File: src/hdl/bus_pkg.sv
`default_nettype none

package bus_pkg;

  // generic bus request
  // held stable by the requester while busy is high
  typedef struct packed {
    logic [31:0] addr;
    logic [31:0] wdata;
    logic        ren;
    logic        wen;
  } bus_req_t;

  // generic bus response
  // rdata valid in the cycle busy is low
  typedef struct packed {
    logic [31:0] rdata;
    logic        busy;
  } bus_rsp_t;

  // memory controller ownership
  typedef enum logic [1:0] {
    MC_IDLE,
    MC_INSTR,
    MC_DATA
  } mc_state_t;

endpackage

`default_nettype wire

File: src/hdl/core_pkg.sv
`default_nettype none

package core_pkg;

  // basic data and address word
  typedef logic [31:0] word_t;

  // architectural register index
  typedef logic [4:0] reg_idx_t;

  // major opcodes, instr[6:0]
  // only the subset the core runs
  typedef enum logic [6:0] {
    OP     = 7'b0110011,
    OP_IMM = 7'b0010011,
    LUI    = 7'b0110111,
    LOAD   = 7'b0000011,
    STORE  = 7'b0100011,
    BRANCH = 7'b1100011,
    SYSTEM = 7'b1110011
  } opcode_t;

  // alu functions
  // pass forwards operand b, used by lui
  typedef enum logic [2:0] {
    ALU_ADD,
    ALU_SUB,
    ALU_AND,
    ALU_OR,
    ALU_XOR,
    ALU_PASS
  } alu_op_t;

  // fetch to execute pipeline register
  typedef struct packed {
    // instruction present
    logic  valid;
    // raw instruction word
    word_t instr;
    // address it was fetched from
    word_t pc;
  } fetch_exec_t;

endpackage

`default_nettype wire
File: src/hdl/execute_stage.sv
`default_nettype none

module execute_stage import core_pkg::*, bus_pkg::*; (
  input  logic        CLK,
  input  logic        nRST,
  input  fetch_exec_t fetch_exec,
  output logic        stall,
  output logic        redirect,
  output word_t       redirect_pc,
  output reg_idx_t    rs1_idx,
  output reg_idx_t    rs2_idx,
  input  word_t       rs1_data,
  input  word_t       rs2_data,
  output logic        rf_we,
  output reg_idx_t    rf_waddr,
  output word_t       rf_wdata,
  output bus_req_t    dbus_req,
  input  bus_rsp_t    dbus_rsp,
  output logic        halt_instr
);

  word_t    instr;
  opcode_t  op;
  alu_op_t  alu_op;
  logic     valid;

  word_t    imm_i;
  word_t    imm_s;
  word_t    imm_b;
  word_t    imm_u;

  word_t    alu_b;
  word_t    alu_res;
  logic     is_load;
  logic     is_store;
  logic     alu_wb;
  logic     equal;

  assign valid = fetch_exec.valid;
  assign instr = fetch_exec.instr;
  assign op    = opcode_t'(instr[6:0]);

  assign rs1_idx  = instr[19:15];
  assign rs2_idx  = instr[24:20];
  assign rf_waddr = instr[11:7];

  // sign extended immediates
  assign imm_i = {{20{instr[31]}}, instr[31:20]};
  assign imm_s = {{20{instr[31]}}, instr[31:25], instr[11:7]};
  assign imm_b = {{19{instr[31]}}, instr[31], instr[7], instr[30:25], instr[11:8], 1'b0};
  assign imm_u = {instr[31:12], 12'b0};

  // alu function select
  always_comb begin
    alu_op = ALU_ADD;
    case (op)
      OP: begin
        case (instr[14:12])
          3'b000:  alu_op = instr[30] ? ALU_SUB : ALU_ADD;
          3'b100:  alu_op = ALU_XOR;
          3'b110:  alu_op = ALU_OR;
          3'b111:  alu_op = ALU_AND;
          default: alu_op = ALU_ADD;
        endcase
      end
      LUI:     alu_op = ALU_PASS;
      default: alu_op = ALU_ADD;
    endcase
  end

  // register operand for OP, immediate otherwise
  always_comb begin
    case (op)
      OP:      alu_b = rs2_data;
      LUI:     alu_b = imm_u;
      default: alu_b = imm_i;
    endcase
  end

  always_comb begin
    case (alu_op)
      ALU_SUB:  alu_res = rs1_data - alu_b;
      ALU_AND:  alu_res = rs1_data & alu_b;
      ALU_OR:   alu_res = rs1_data | alu_b;
      ALU_XOR:  alu_res = rs1_data ^ alu_b;
      ALU_PASS: alu_res = alu_b;
      default:  alu_res = rs1_data + alu_b;
    endcase
  end

  // branch resolution
  // funct3[0] picks bne over beq
  assign equal       = rs1_data == rs2_data;
  assign redirect    = valid && (op == BRANCH) && (instr[12] ? !equal : equal);
  assign redirect_pc = fetch_exec.pc + imm_b;

  // data bus, word aligned only
  assign is_load  = valid && (op == LOAD);
  assign is_store = valid && (op == STORE);

  always_comb begin
    dbus_req       = '0;
    dbus_req.addr  = rs1_data + (is_store ? imm_s : imm_i);
    dbus_req.wdata = rs2_data;
    dbus_req.ren   = is_load;
    dbus_req.wen   = is_store;
  end

  // hold fetch until the transfer completes
  assign stall = (is_load || is_store) && dbus_rsp.busy;

  // writeback, x0 filtered in the register file
  assign alu_wb   = valid && ((op == OP) || (op == OP_IMM) || (op == LUI));
  assign rf_we    = alu_wb || (is_load && !dbus_rsp.busy);
  assign rf_wdata = is_load ? dbus_rsp.rdata : alu_res;

  // ecall retires as halt
  assign halt_instr = valid && (op == SYSTEM);

  // a load or store under stall stays put in the pipeline register
  a_hold_on_stall: assert property (@(posedge CLK) disable iff (!nRST)
    stall |=> $stable(fetch_exec));

endmodule

`default_nettype wire

File: config.mk
export PLATFORM = sky130hd
export DESIGN_NAME = execute_stage
export DESIGN_NICKNAME = d
export VERILOG_FILES = /design/src/hdl/bus_pkg.sv /design/src/hdl/core_pkg.sv /design/src/hdl/execute_stage.sv
export SDC_FILE = /design/constraint.sdc
export NUM_CORES = 1
export LEC_CHECK = 0
export BUFFER_PORTS_ARGS = -buffer_cell sky130_fd_sc_hd__buf_4
export CAP_MARGIN = 30
export CORE_ASPECT_RATIO = 0.9
export CORE_MARGIN = 2
export CORE_UTILIZATION = 35
export DETAILED_ROUTE_END_ITERATION = 12
export GPL_ROUTABILITY_DRIVEN = 0
export PLACE_DENSITY = 0.58
export SYNTH_ARGS = -nofsm -noshare
export SYNTH_HDL_FRONTEND = slang
export SYNTH_SLANG_ARGS = --single-unit
File: constraint.sdc
create_clock -name vclk -period 10.4
set_clock_uncertainty 0.2 [all_clocks]
set_input_delay 2.08 -clock vclk [all_inputs]
set_output_delay 2.08 -clock vclk [all_outputs]
set_load 0.05 [all_outputs]
==> results.md, run 1 <==
Outcome:
- The run finished with clean final reports.

STA:
- The total negative slack for setup checks is 0 ps.
- The worst path uses around nine tenths of the clock period.
- In this run the tightest slew margin relative to its limit is 36.9%.
- Timing would allow up to about 0.11 GHz.
- The post-layout minimum cycle time is 9380 ps.
- The total setup violations reported at the end of the flow is 0.
- The count of pins over their slew limit is 0.
- The worst-margin pin slew is around 950 ps.
- The final count of hold timing violations came to 0.
- Hold timing on the final database bottoms out at a slack of 3960 ps.
- Setup repair after global routing left no endpoint under its margin.

Synth:
- The average size of a mapped cell is around 7 um2.
- Yosys attributes the largest share of cell area to sky130_fd_sc_hd__ha_1 21%, sky130_fd_sc_hd__a21oi_1 7.7%, sky130_fd_sc_hd__xnor2_1 6.7%.
- The synthesized design devotes to its leading area cell type between 20% and 30% of total area.
- The number of instances in the synthesized netlist is approximately 1,300.
- Summing the sequential cell areas from Yosys gives 0% of the chip area.
- The number of nets handed over by synthesis was 1,656.
- The Yosys warning count is 0.
- The post-synth design cell area is about 0.0093 mm2.
- The count of unique library cells instantiated by Yosys is 87.
- The cell taking the most area after synthesis is sky130_fd_sc_hd__ha_1.

Floorplan:
- The die footprint is ~0.028 mm2.
- The overall die height is around 160 um.
- The x dimension of the die is 176 um.
- The total area inside the core boundary comes to about 0.026 mm2.
- The top-level I/O count is approximately 310.
- The count of standard-cell rows is 56.
- Once the floorplan was initialized, standard cells occupied 35.6% of the core.

Cells and area:
- The fraction of final layout cells sized beyond drive strength 1 is between 20% and 30%.
- In the layout the commonest cells are 315 x sky130_fd_sc_hd__buf_4, 157 x sky130_fd_sc_hd__ha_1, 142 x sky130_fd_sc_hd__a21oi_1.
- After routing the design area is 0.0115 mm2.
- The filler cells instantiated in the layout total 2,820.
- The number of diodes added for antenna fixing is 0.
- The number of clock buffer instances in the layout is 0.
- The leading cell type in the layout, fill and taps excluded is sky130_fd_sc_hd__buf_4.
- The net count of the finished layout is between 1,500 and 2,000.
- The flip-flop and latch count is 0.
- The sequential standard cell area is 0 um2.
- The relative area change from synthesis to final layout is 23.7%.

Placed design:
- Summing all placed instances gives a cell area of 0.0115 mm2.
- Input and output buffers added on the ports amount to between 300 and 400.
- Summed over all nets, the half-perimeter wirelength after detailed placement is about 31,000 um.

Global route:
- Global routing finished with a remaining overflow of 0.
- The number of antenna violations at the first check in global routing is 0.
- Global routing used between 20% and 30% of the available tracks.
- Entering global routing, the biggest net connects 71 pins.
- The number of global-route vias before repair is 9,936.
- The first global-routing pass estimated roughly 55,000 um of wire.

Routing:
- Summed over all layers, the routed wires come to ~37,000 um.
- In the routed design, unresolved DRC markers number 0.
- The number of routed nets with antenna violations is 0.
- The pre-antenna-repair detailed-routing pass consisted of 5 iterations.
- The detailed router finished its first iteration with about 860 violations.
- In the routed layout, each cell is associated on average with a via count of 5.69.
- Dividing the detail-routed wire length by the instance count gives slightly below 20 um.
- For this block, the via count after detailed routing is 10,800.

Clock network:
- After clock tree synthesis, the flow added hold-fix buffers numbering 0.
- Once the clock tree was built, the setup fixing pass inserted 0 buffers.
- Post-CTS repair changed the size of 0 cells.

Critical path:
- The critical path is of the input pin to primary output type.
- The type of element capturing the critical path is a primary output.
- STA classifies the critical path startpoint as an input pin.
- The most critical setup path has its endpoint at dbus_req[60].
- Data arrives at the worst endpoint at 7100 ps.
- Along the worst path, the maximum fanout reaches 8.
- The required time at the worst-slack endpoint is around 8000 ps.
- The timing startpoint of the critical path is fetch_exec[35].

Power:
- The power per standard cell area is ~90 mW/mm2.
- Summed over all cells, the static leakage comes to between 5 and 6 nW.
- The design draws around 1.0 mW.
- The worst voltage drop across the vdd grid is about 58 uV.

Hold path:
- Counting instances, the worst hold path has a depth of 0.
- The type of the worst min-delay path is input pin to primary output.

Job:
- Max-cap violations in this run came to 0.
## worst max-delay path: stages
cell and delay, ps:
sky130_fd_sc_hd__buf_4 110, sky130_fd_sc_hd__and3b_1 500, sky130_fd_sc_hd__nand2_1 140, sky130_fd_sc_hd__or2_1 260
sky130_fd_sc_hd__nor3_1 300, sky130_fd_sc_hd__nand2_1 300, sky130_fd_sc_hd__mux2_2 350, sky130_fd_sc_hd__ha_1 210
sky130_fd_sc_hd__fa_1 430, sky130_fd_sc_hd__a21oi_1 230, sky130_fd_sc_hd__nor2_1 90, sky130_fd_sc_hd__o31a_1 320
sky130_fd_sc_hd__o32ai_2 400, sky130_fd_sc_hd__o31ai_1 190, sky130_fd_sc_hd__a31o_2 320, sky130_fd_sc_hd__a211oi_2 290
sky130_fd_sc_hd__and2b_1 210, sky130_fd_sc_hd__xnor2_1 120, sky130_fd_sc_hd__buf_4 220
## cells by family (layout without fill, tap and decap cells)
logic type | Yosys count | in the layout | synth area share (%)
xor gates and xnor gates | 135 | 135 | 12.7
muxes | 29 | 29 | 3.37
buffers and inverters | 189 | 403 | 10.0
and+or+nand+nor | 376 | 376 | 20.3
AOI/OAI and AO/OA | 443 | 443 | 31.8
adders and majority gates | 160 | 160 | 21.8
## Yosys cell counts, types with 7 or more instances
cell	count
sky130_fd_sc_hd__o21ai_1	7
sky130_fd_sc_hd__clkbuf_1	35
sky130_fd_sc_hd__mux2i_1	20
sky130_fd_sc_hd__ha_1	157
sky130_fd_sc_hd__o21ai_0	77
sky130_fd_sc_hd__o31ai_1	12
sky130_fd_sc_hd__a21oi_1	142
sky130_fd_sc_hd__nand2_1	100
sky130_fd_sc_hd__a31oi_1	25
sky130_fd_sc_hd__nor3b_1	11
sky130_fd_sc_hd__and2_1	10
sky130_fd_sc_hd__o21a_1	17
sky130_fd_sc_hd__nor3_1	20
sky130_fd_sc_hd__and3_1	16
sky130_fd_sc_hd__mux2_2	7
sky130_fd_sc_hd__nor2b_1	14
sky130_fd_sc_hd__buf_4	50
sky130_fd_sc_hd__nor4_1	14
sky130_fd_sc_hd__a21o_1	39
sky130_fd_sc_hd__a221oi_1	15
sky130_fd_sc_hd__nand2b_1	16
sky130_fd_sc_hd__o21bai_1	14
sky130_fd_sc_hd__a211oi_1	9
sky130_fd_sc_hd__xnor2_1	71
sky130_fd_sc_hd__xor2_1	64
sky130_fd_sc_hd__a222oi_1	11
sky130_fd_sc_hd__nor2_1	105
sky130_fd_sc_hd__nand4_1	13
sky130_fd_sc_hd__buf_1	7
sky130_fd_sc_hd__or3_1	10
sky130_fd_sc_hd__inv_1	87
sky130_fd_sc_hd__nand3_1	21
## cell type report
type	count	area (um2)	area share, %
multi-input cells	1143	8360	72.8
repair buffers	315	2360	20.6
inverters	88	330	2.87
well taps	348	435	3.79
## metrics by stage
stage	std cells	util (%)	setup slack (ps)
floorplan	1332	-	1270
global placement	1894	44.1	1130
detailed placement	1894	44.1	1060
CTS	1894	44.1	1040
global route	1894	44.1	636
finish	1894	44.1	1020
## metal layers
layer / wire (um) / track usage, % / share of wire (%) / vias up
met5: 0 / 0 / 0 / -
met4: 1140 / 7.36 / 3.1 / 0
met3: 3170 / 3.32 / 8.6 / 60
met2: 17100 / 43.2 / 46 / 470
met1: 15700 / 32.9 / 42 / 5010
li1: - / - / - / 5239
## worst min path at each step
stage                  start              to  slack [ps]
2_1_floorplan    rs2_data[8]    dbus_req[10]        4130
3_3_place_gp   fetch_exec[0]  redirect_pc[0]        3960
3_5_place_dp   fetch_exec[0]  redirect_pc[0]        3960
4_1_cts        fetch_exec[0]  redirect_pc[0]        3960
5_1_grt        fetch_exec[0]  redirect_pc[0]        3960
6_report       fetch_exec[0]  redirect_pc[0]        3960
## where the power goes
part,internal (mW),switching [mW],total [mW]
logic,0.351,0.679,1.03
registers,0,0,0
clock network,0,0,0
total,0.351,0.679,1.03
(Power assumes the default switching activity.)
==> run 2, diff against run 1 <==
--- a/config.mk
+++ b/config.mk
@@ -13,6 +13,7 @@
 export DETAILED_ROUTE_END_ITERATION = 12
 export GPL_ROUTABILITY_DRIVEN = 0
 export PLACE_DENSITY = 0.58
+export REMOVE_ABC_BUFFERS = 1
 export SYNTH_ARGS = -nofsm -noshare
 export SYNTH_HDL_FRONTEND = slang
 export SYNTH_SLANG_ARGS = --single-unit
==> results.md, run 2 (synthesized netlist as in run 1, its figures left out) <==
Clock network:
- The count of instances resized after the clock tree is built is 0.
- Buffers inserted to repair hold after CTS numbered 0.
- Once the clock tree was built, the setup fixing pass inserted 0 buffers.

Cells and area:
- The multi-input combinational cell area is roughly 0.0084 mm2.
- The post-route netlist has 23.2% of its cells at a drive strength greater than 1.
- For this run, the post-layout net count is 1,872.
- The leading cell type in the layout, fill and taps excluded is sky130_fd_sc_hd__buf_4.
- The top cell types in the final layout, fill and taps aside, are 315 x sky130_fd_sc_hd__buf_4, 157 x sky130_fd_sc_hd__ha_1, 142 x sky130_fd_sc_hd__a21oi_1.
- The number of fill cells is 2,802.
- The final layout contains a sequential cell count of 0.
- The final non-filler cell area is between 0.01 and 0.015 mm2.
- The sequential standard cell area is 0 um2.
- 0 antenna diodes ended up in the layout.
- For this run, the share of the core covered by cells in the final layout is 44.1%.
- The layout has 0 clock buffers.
- The area growth from synthesis to layout is 23.8%.
- Leaving out filler cells and counting taps, the final layout contains ~1,900.

Power:
- Power spread over the standard cell area amounts to 89.5 mW/mm2.
- The final total power is 1.03 mW.
- The total leakage power is about 5.6 nW.
- Across the VDD grid, the largest voltage drop is 65.2 uV.

Critical path:
- The worst setup path is launched from an input pin.
- At the worst endpoint, the required time is slightly above 8000 ps.
- The critical path starts at fetch_exec[35].
- The capturing element of the worst setup path is dbus_req[60].
- The largest single stage delay on the critical path is 510 ps.
- The family of cells with the greatest summed delay on the critical path is simple AND/OR/NAND/NOR gates.
- The type of element capturing the critical path is a primary output.
- The data arrival time of the critical path is approximately 7200 ps.
- The critical path goes through buf_4 > and3b_1 > nand2_1 > or2_1 > nor3_1 > nand2_1 > mux2_2 > ha_1 > fa_1 > a21oi_1 > nor2_1 > o31a_1 > o32ai_2 > o31ai_1 > a31o_2 > a211oi_2 > and2b_1 > xnor2_1 > buf_4.
- The total number of cells along the worst setup path is 19.
- In this run the worst path has a maximum fanout of 8.
- The worst setup path is of the input pin to primary output kind.
- The slowest stage of the critical path belongs to the cell sky130_fd_sc_hd__and3b_1.
- The critical path contains buffers and inverters numbering 2 combined.

Placed design:
- Port buffering added around 310 buffers.
- The number of placed instances with taps included is approximately 1,900.
- The half-perimeter wire length of the detailed placement result is 29,900 um.
- In this run the cell area measured after placement is roughly 0.012 mm2.

Routing:
- The top layer used by detailed routing is met4.
- The total wire length after detailed routing is approximately 37,000 um.
- The total met2 wirelength after detailed routing is around 16,000 um.
- After detailed routing, the wire length on met1 is between 15,000 and 20,000 um.
- The first-pass detailed-route iteration total is 8.
- The DRC violation total after the first TritonRoute iteration is slightly below 900.
- The final route contains roughly 11,000 vias.
- The routed length on met3 is a little over 3000 um.
- Using the TritonRoute via totals, the vias-per-cell ratio works out to approximately 5.6.
- In the routed design, unresolved DRC markers number 0.
- The number of routed nets with antenna violations is 0.
- Dividing the detail-routed wire length by the instance count gives approximately 19 um.

Global route:
- The remaining global-route overflow is 0.
- The number of global-route vias before repair is ~10,000.
- The number of antenna violations at the first check in global routing was 0.
- The first global-routing pass estimated 55,600 um of wire.
- Entering global routing, the biggest net connects 55 pins.
- Global routing used between 20 and 30% of the available tracks.

Floorplan:
- The count of standard-cell rows is between 50 and 60.
- The die footprint is approximately 0.028 mm2.
- The top-level I/O count is between 300 and 400.
- The initial utilization of the core area, before any placement, comes to a little over a third.
- The x dimension of the die is roughly 180 um.
- The overall die height is 159 um.
- The core region is ~0.026 mm2.

STA:
- The worst slew slack as a fraction of its limit is between 30% and 40%.
- The final count of hold timing violations is 0.
- Dividing the final minimum period by the clock period gives between 90% and 100%.
- Counting I/O delays and the setup requirement, the final critical path takes 9460 ps.
- The total setup violations reported at the end of the flow is 0.
- The count of pins over their slew limit is 0.
- Adding up every negative setup slack in the final design gives 0 ps.
- The worst-margin pin slew is 1040 ps.
- Static timing analysis puts the maximum clock frequency at 0.106 GHz.
- Setup repair after global routing left no endpoint under its margin.

Outcome:
- The run finished with clean final reports.

Job:
- Max-cap violations in this run came to 0.

Hold path:
- The min-delay analysis places its worst path in the category input pin to primary output.
run 2: cell types whose count changed in the layout (fill, tap and decap cells not counted):
| cell | before | now |
|---|---|---|
| sky130_fd_sc_hd__and3_1 | 16 | 15 |
| sky130_fd_sc_hd__o21ai_2 | 1 | 0 |
| sky130_fd_sc_hd__o21ai_4 | 0 | 1 |
| sky130_fd_sc_hd__and3_2 | 0 | 1 |
run 2: cell type report:
cell class / count / area share [%]
Timing Repair Buffer: 315 / 20.6
Inverter: 88 / 2.87
Multi-Input combinational cell: 1143 / 72.8
Tap cell: 348 / 3.79
run 2: power by group:
group          switching [mW]  internal, mW  total, mW
Clock                       0             0          0
Sequential                  0             0          0
Combinational           0.679         0.351       1.03
Total                   0.679         0.351       1.03
run 2: stage by stage:
step / hold WS, ps / setup slack [ps]
floorplan: 3960 / 1600
global placement: 3960 / 1080
detailed placement: 3960 / 975
CTS: 3960 / 981
global route: 3960 / 665
finish: 3960 / 942
run 2: metal layers:
metal,global-route usage [%],vias to the layer above
met5,0,-
met4,3.90,0
met3,3.41,33
met2,41.6,459
met1,35.3,4962
li1,-,5243
run 2: how the worst min path moves through the flow:
stage	from	endpoint	slack [ps]	depth (start not counted)
2_1_floorplan	rs2_data[8]	dbus_req[10]	3960	0
3_3_place_gp	fetch_exec[0]	redirect_pc[0]	3960	0
3_5_place_dp	fetch_exec[0]	redirect_pc[0]	3960	0
4_1_cts	fetch_exec[0]	redirect_pc[0]	3960	0
5_1_grt	fetch_exec[0]	redirect_pc[0]	3960	0
6_report	fetch_exec[0]	redirect_pc[0]	3960	0
==> run 3, diff against run 2 <==
--- a/config.mk
+++ b/config.mk
@@ -9,10 +9,10 @@
 export CAP_MARGIN = 30
 export CORE_ASPECT_RATIO = 0.9
 export CORE_MARGIN = 2
-export CORE_UTILIZATION = 35
+export CORE_UTILIZATION = 40
 export DETAILED_ROUTE_END_ITERATION = 12
 export GPL_ROUTABILITY_DRIVEN = 0
-export PLACE_DENSITY = 0.58
+export PLACE_DENSITY = 0.65
 export REMOVE_ABC_BUFFERS = 1
 export SYNTH_ARGS = -nofsm -noshare
 export SYNTH_HDL_FRONTEND = slang
==> results.md, run 3 (synthesized netlist as in run 1, its figures left out) <==
STA:
- For the final routed database, the setup TNS stands at 0 ps.
- At the pin with the least slew margin, the transition time is 1090 ps.
- Across all setup checks in the final design, the least slack found is between 1000 and 1500 ps.
- Setup violations remaining at the end of the flow were counted as 0.
- The count of pins over their slew limit is 0.
- The peak clock frequency supported by timing is 0.107 GHz.
- The post-layout minimum cycle time is 9320 ps.
- Setup repair after global routing left no endpoint under its margin.
- The post-route fraction of the period consumed by the critical path is between 80 and 90%.
- The final count of hold timing violations was 0.
- The worst slew slack as a fraction of its limit is around 28%.

Placed design:
- At the placement stage, the worst setup path has a slack of 1130 ps.
- In this run the cell area measured after placement is 0.0114 mm2.
- In this run, placement finished with an instance count of around 1,800.
- The count of buffers added on input and output ports is 309.
- The half-perimeter wire length of the detailed placement result is around 29,000 um.

Floorplan:
- In this run the core area contains between 50 and 60 standard-cell rows.
- The initial utilization of the core area, before any placement, comes to 41.0%.
- The floorplan step defined a die boundary enclosing 0.0245 mm2.
- The overall die height is 149 um.
- The x dimension of the die is ~160 um.
- The top-level I/O count is ~310.
- In this run the standard cell core region covers between 0.02 and 0.025 mm2.

Cells and area:
- The sequential standard cell area is 0 um2.
- The relative area change from synthesis to final layout is 23.0%.
- The net count of the finished layout is roughly 1,900.
- The fraction of final layout cells sized beyond drive strength 1 is a little under a quarter.
- In the final layout, the multi-input gates occupy 0.00837 mm2.
- In the finished layout, the clock tree contains a buffer count of 0.
- The number of fill cells is ~2,300.
- 0 antenna diodes ended up in the layout.
- The number of standard cells in the final layout excluding fillers is 1,841.
- Leaving out fill and tap cells, the most frequent cell in the layout is sky130_fd_sc_hd__buf_4.
- The final non-filler cell area is roughly 0.011 mm2.
- In the layout the commonest cells are 313 x sky130_fd_sc_hd__buf_4, 157 x sky130_fd_sc_hd__ha_1, 142 x sky130_fd_sc_hd__a21oi_1.
- The flip-flop and latch count is 0.

Global route:
- Entering global routing, the biggest net connects 71 pins.
- The number of global-route vias before repair is about 9,900.
- The number of antenna violations at the first check in global routing is 0.
- For met2 alone, demand over resource in global routing was a little over two fifths.
- Global routing used between 30% and 40% of the available met1 tracks.
- In this run the most used layer during global routing was met2.
- Global routing finished with a remaining overflow of 0.
- The met3 global-route usage is under 10%.
- The first global-routing pass estimated 53,400 um of wire.
- The total track usage is a little over a quarter.

Hold path:
- The type of the worst min-delay path is input pin to primary output.
- The startpoint of the most critical hold path is fetch_exec[0].
- Counting instances, the worst hold path has a depth of 0.
- The endpoint of the worst hold path is redirect_pc[0].

Routing:
- Summed over all layers, the routed wires come to approximately 36,000 um.
- In the final routed layout, each cell accounts on average for roughly 19 um.
- The number of routed nets with antenna violations is 0.
- The average via count per standard cell is 5.92.
- After detailed routing, the number of remaining DRC violations is 0.
- The DRC violation total after the first TritonRoute iteration is just under 1,000.
- The final route contains approximately 11,000 vias.
- The first-pass detailed-route iteration total is 7.

Critical path:
- The launching element type of the critical path is an input pin.
- The type of element capturing the critical path is a primary output.
- The data arrival time of the critical path is 7040 ps.
- The setup path with the least slack is of type input pin to primary output.
- At the worst endpoint, the required time is around 8000 ps.
- Of all nets on the critical path, the largest fanout is 8.

Power:
- The final total power is ~1.0 mW.
- In this run the power density over the cells is between 90 and 100 mW/mm2.
- Across the VDD grid, the largest voltage drop is a little under 70 uV.
- In this run the static leakage power is 5.63 nW.

Clock network:
- The number of buffers inserted for hold repair after clock tree synthesis is 0.
- After clock tree synthesis, the setup repair step added 0 buffers.
- The count of instances resized after the clock tree is built is 0.

Job:
- The max-cap violation count is 0.

Outcome:
- The flow ran to the end, and the final reports show no timing, DRC or antenna violations.
run 3: cell count changes in the layout (fill, tap and decap cells not counted), sizes merged:
cell,before,now
buf,315,313
run 3: per-layer routing:
layer	routed length (um)	share of wire, %
met5	0	0
met4	816	2.3
met3	3480	9.8
met2	15700	44
met1	15600	44
run 3: how the worst max path moves through the flow:
stage	start	to	slack [ps]	depth (start not counted)
after floorplan	fetch_exec[35]	rf_wdata[26]	1600	19
after global placement	fetch_exec[35]	dbus_req[60]	1200	19
after detailed placement	fetch_exec[35]	dbus_req[58]	1130	19
after CTS	fetch_exec[35]	dbus_req[60]	1090	19
after global routing	fetch_exec[35]	dbus_req[58]	660	19
final	fetch_exec[35]	dbus_req[58]	1080	19
run 3: final cells by class:
type	instances	area share, %
well taps	297	3.25
multi-input cells	1143	73.3
repair buffers	313	20.6
inverters	88	2.89
run 3: critical path: stages:
cell	delay, ps
sky130_fd_sc_hd__buf_4	110
sky130_fd_sc_hd__and3b_1	500
sky130_fd_sc_hd__nand2_1	130
sky130_fd_sc_hd__or2_1	260
sky130_fd_sc_hd__nor3_1	320
sky130_fd_sc_hd__nand2_1	280
sky130_fd_sc_hd__mux2_2	340
sky130_fd_sc_hd__ha_1	220
sky130_fd_sc_hd__fa_1	430
sky130_fd_sc_hd__a21oi_1	230
sky130_fd_sc_hd__nor2_1	100
sky130_fd_sc_hd__o31a_1	330
sky130_fd_sc_hd__o32ai_2	370
sky130_fd_sc_hd__o31ai_1	190
sky130_fd_sc_hd__a31o_2	320
sky130_fd_sc_hd__o31ai_2	250
sky130_fd_sc_hd__o21ai_1	130
sky130_fd_sc_hd__xor2_1	210
sky130_fd_sc_hd__buf_4	240
run 3: stage by stage:
| stage | utilization (%) | hold slack [ps] |
|---|---|---|
| after floorplan | - | 3960 |
| after global placement | 50.4 | 3960 |
| after detailed placement | 50.4 | 3960 |
| after CTS | 50.4 | 3960 |
| after global routing | 50.4 | 3960 |
| final | 50.4 | 3960 |
run 3: report_power, final:
| group | leakage, nW | switching [mW] | internal (mW) |
|---|---|---|---|
| Sequential | 0 | 0 | 0 |
| Combinational | 5.63 | 0.678 | 0.351 |
| Clock | 0 | 0 | 0 |
| Total | 5.63 | 0.678 | 0.351 |
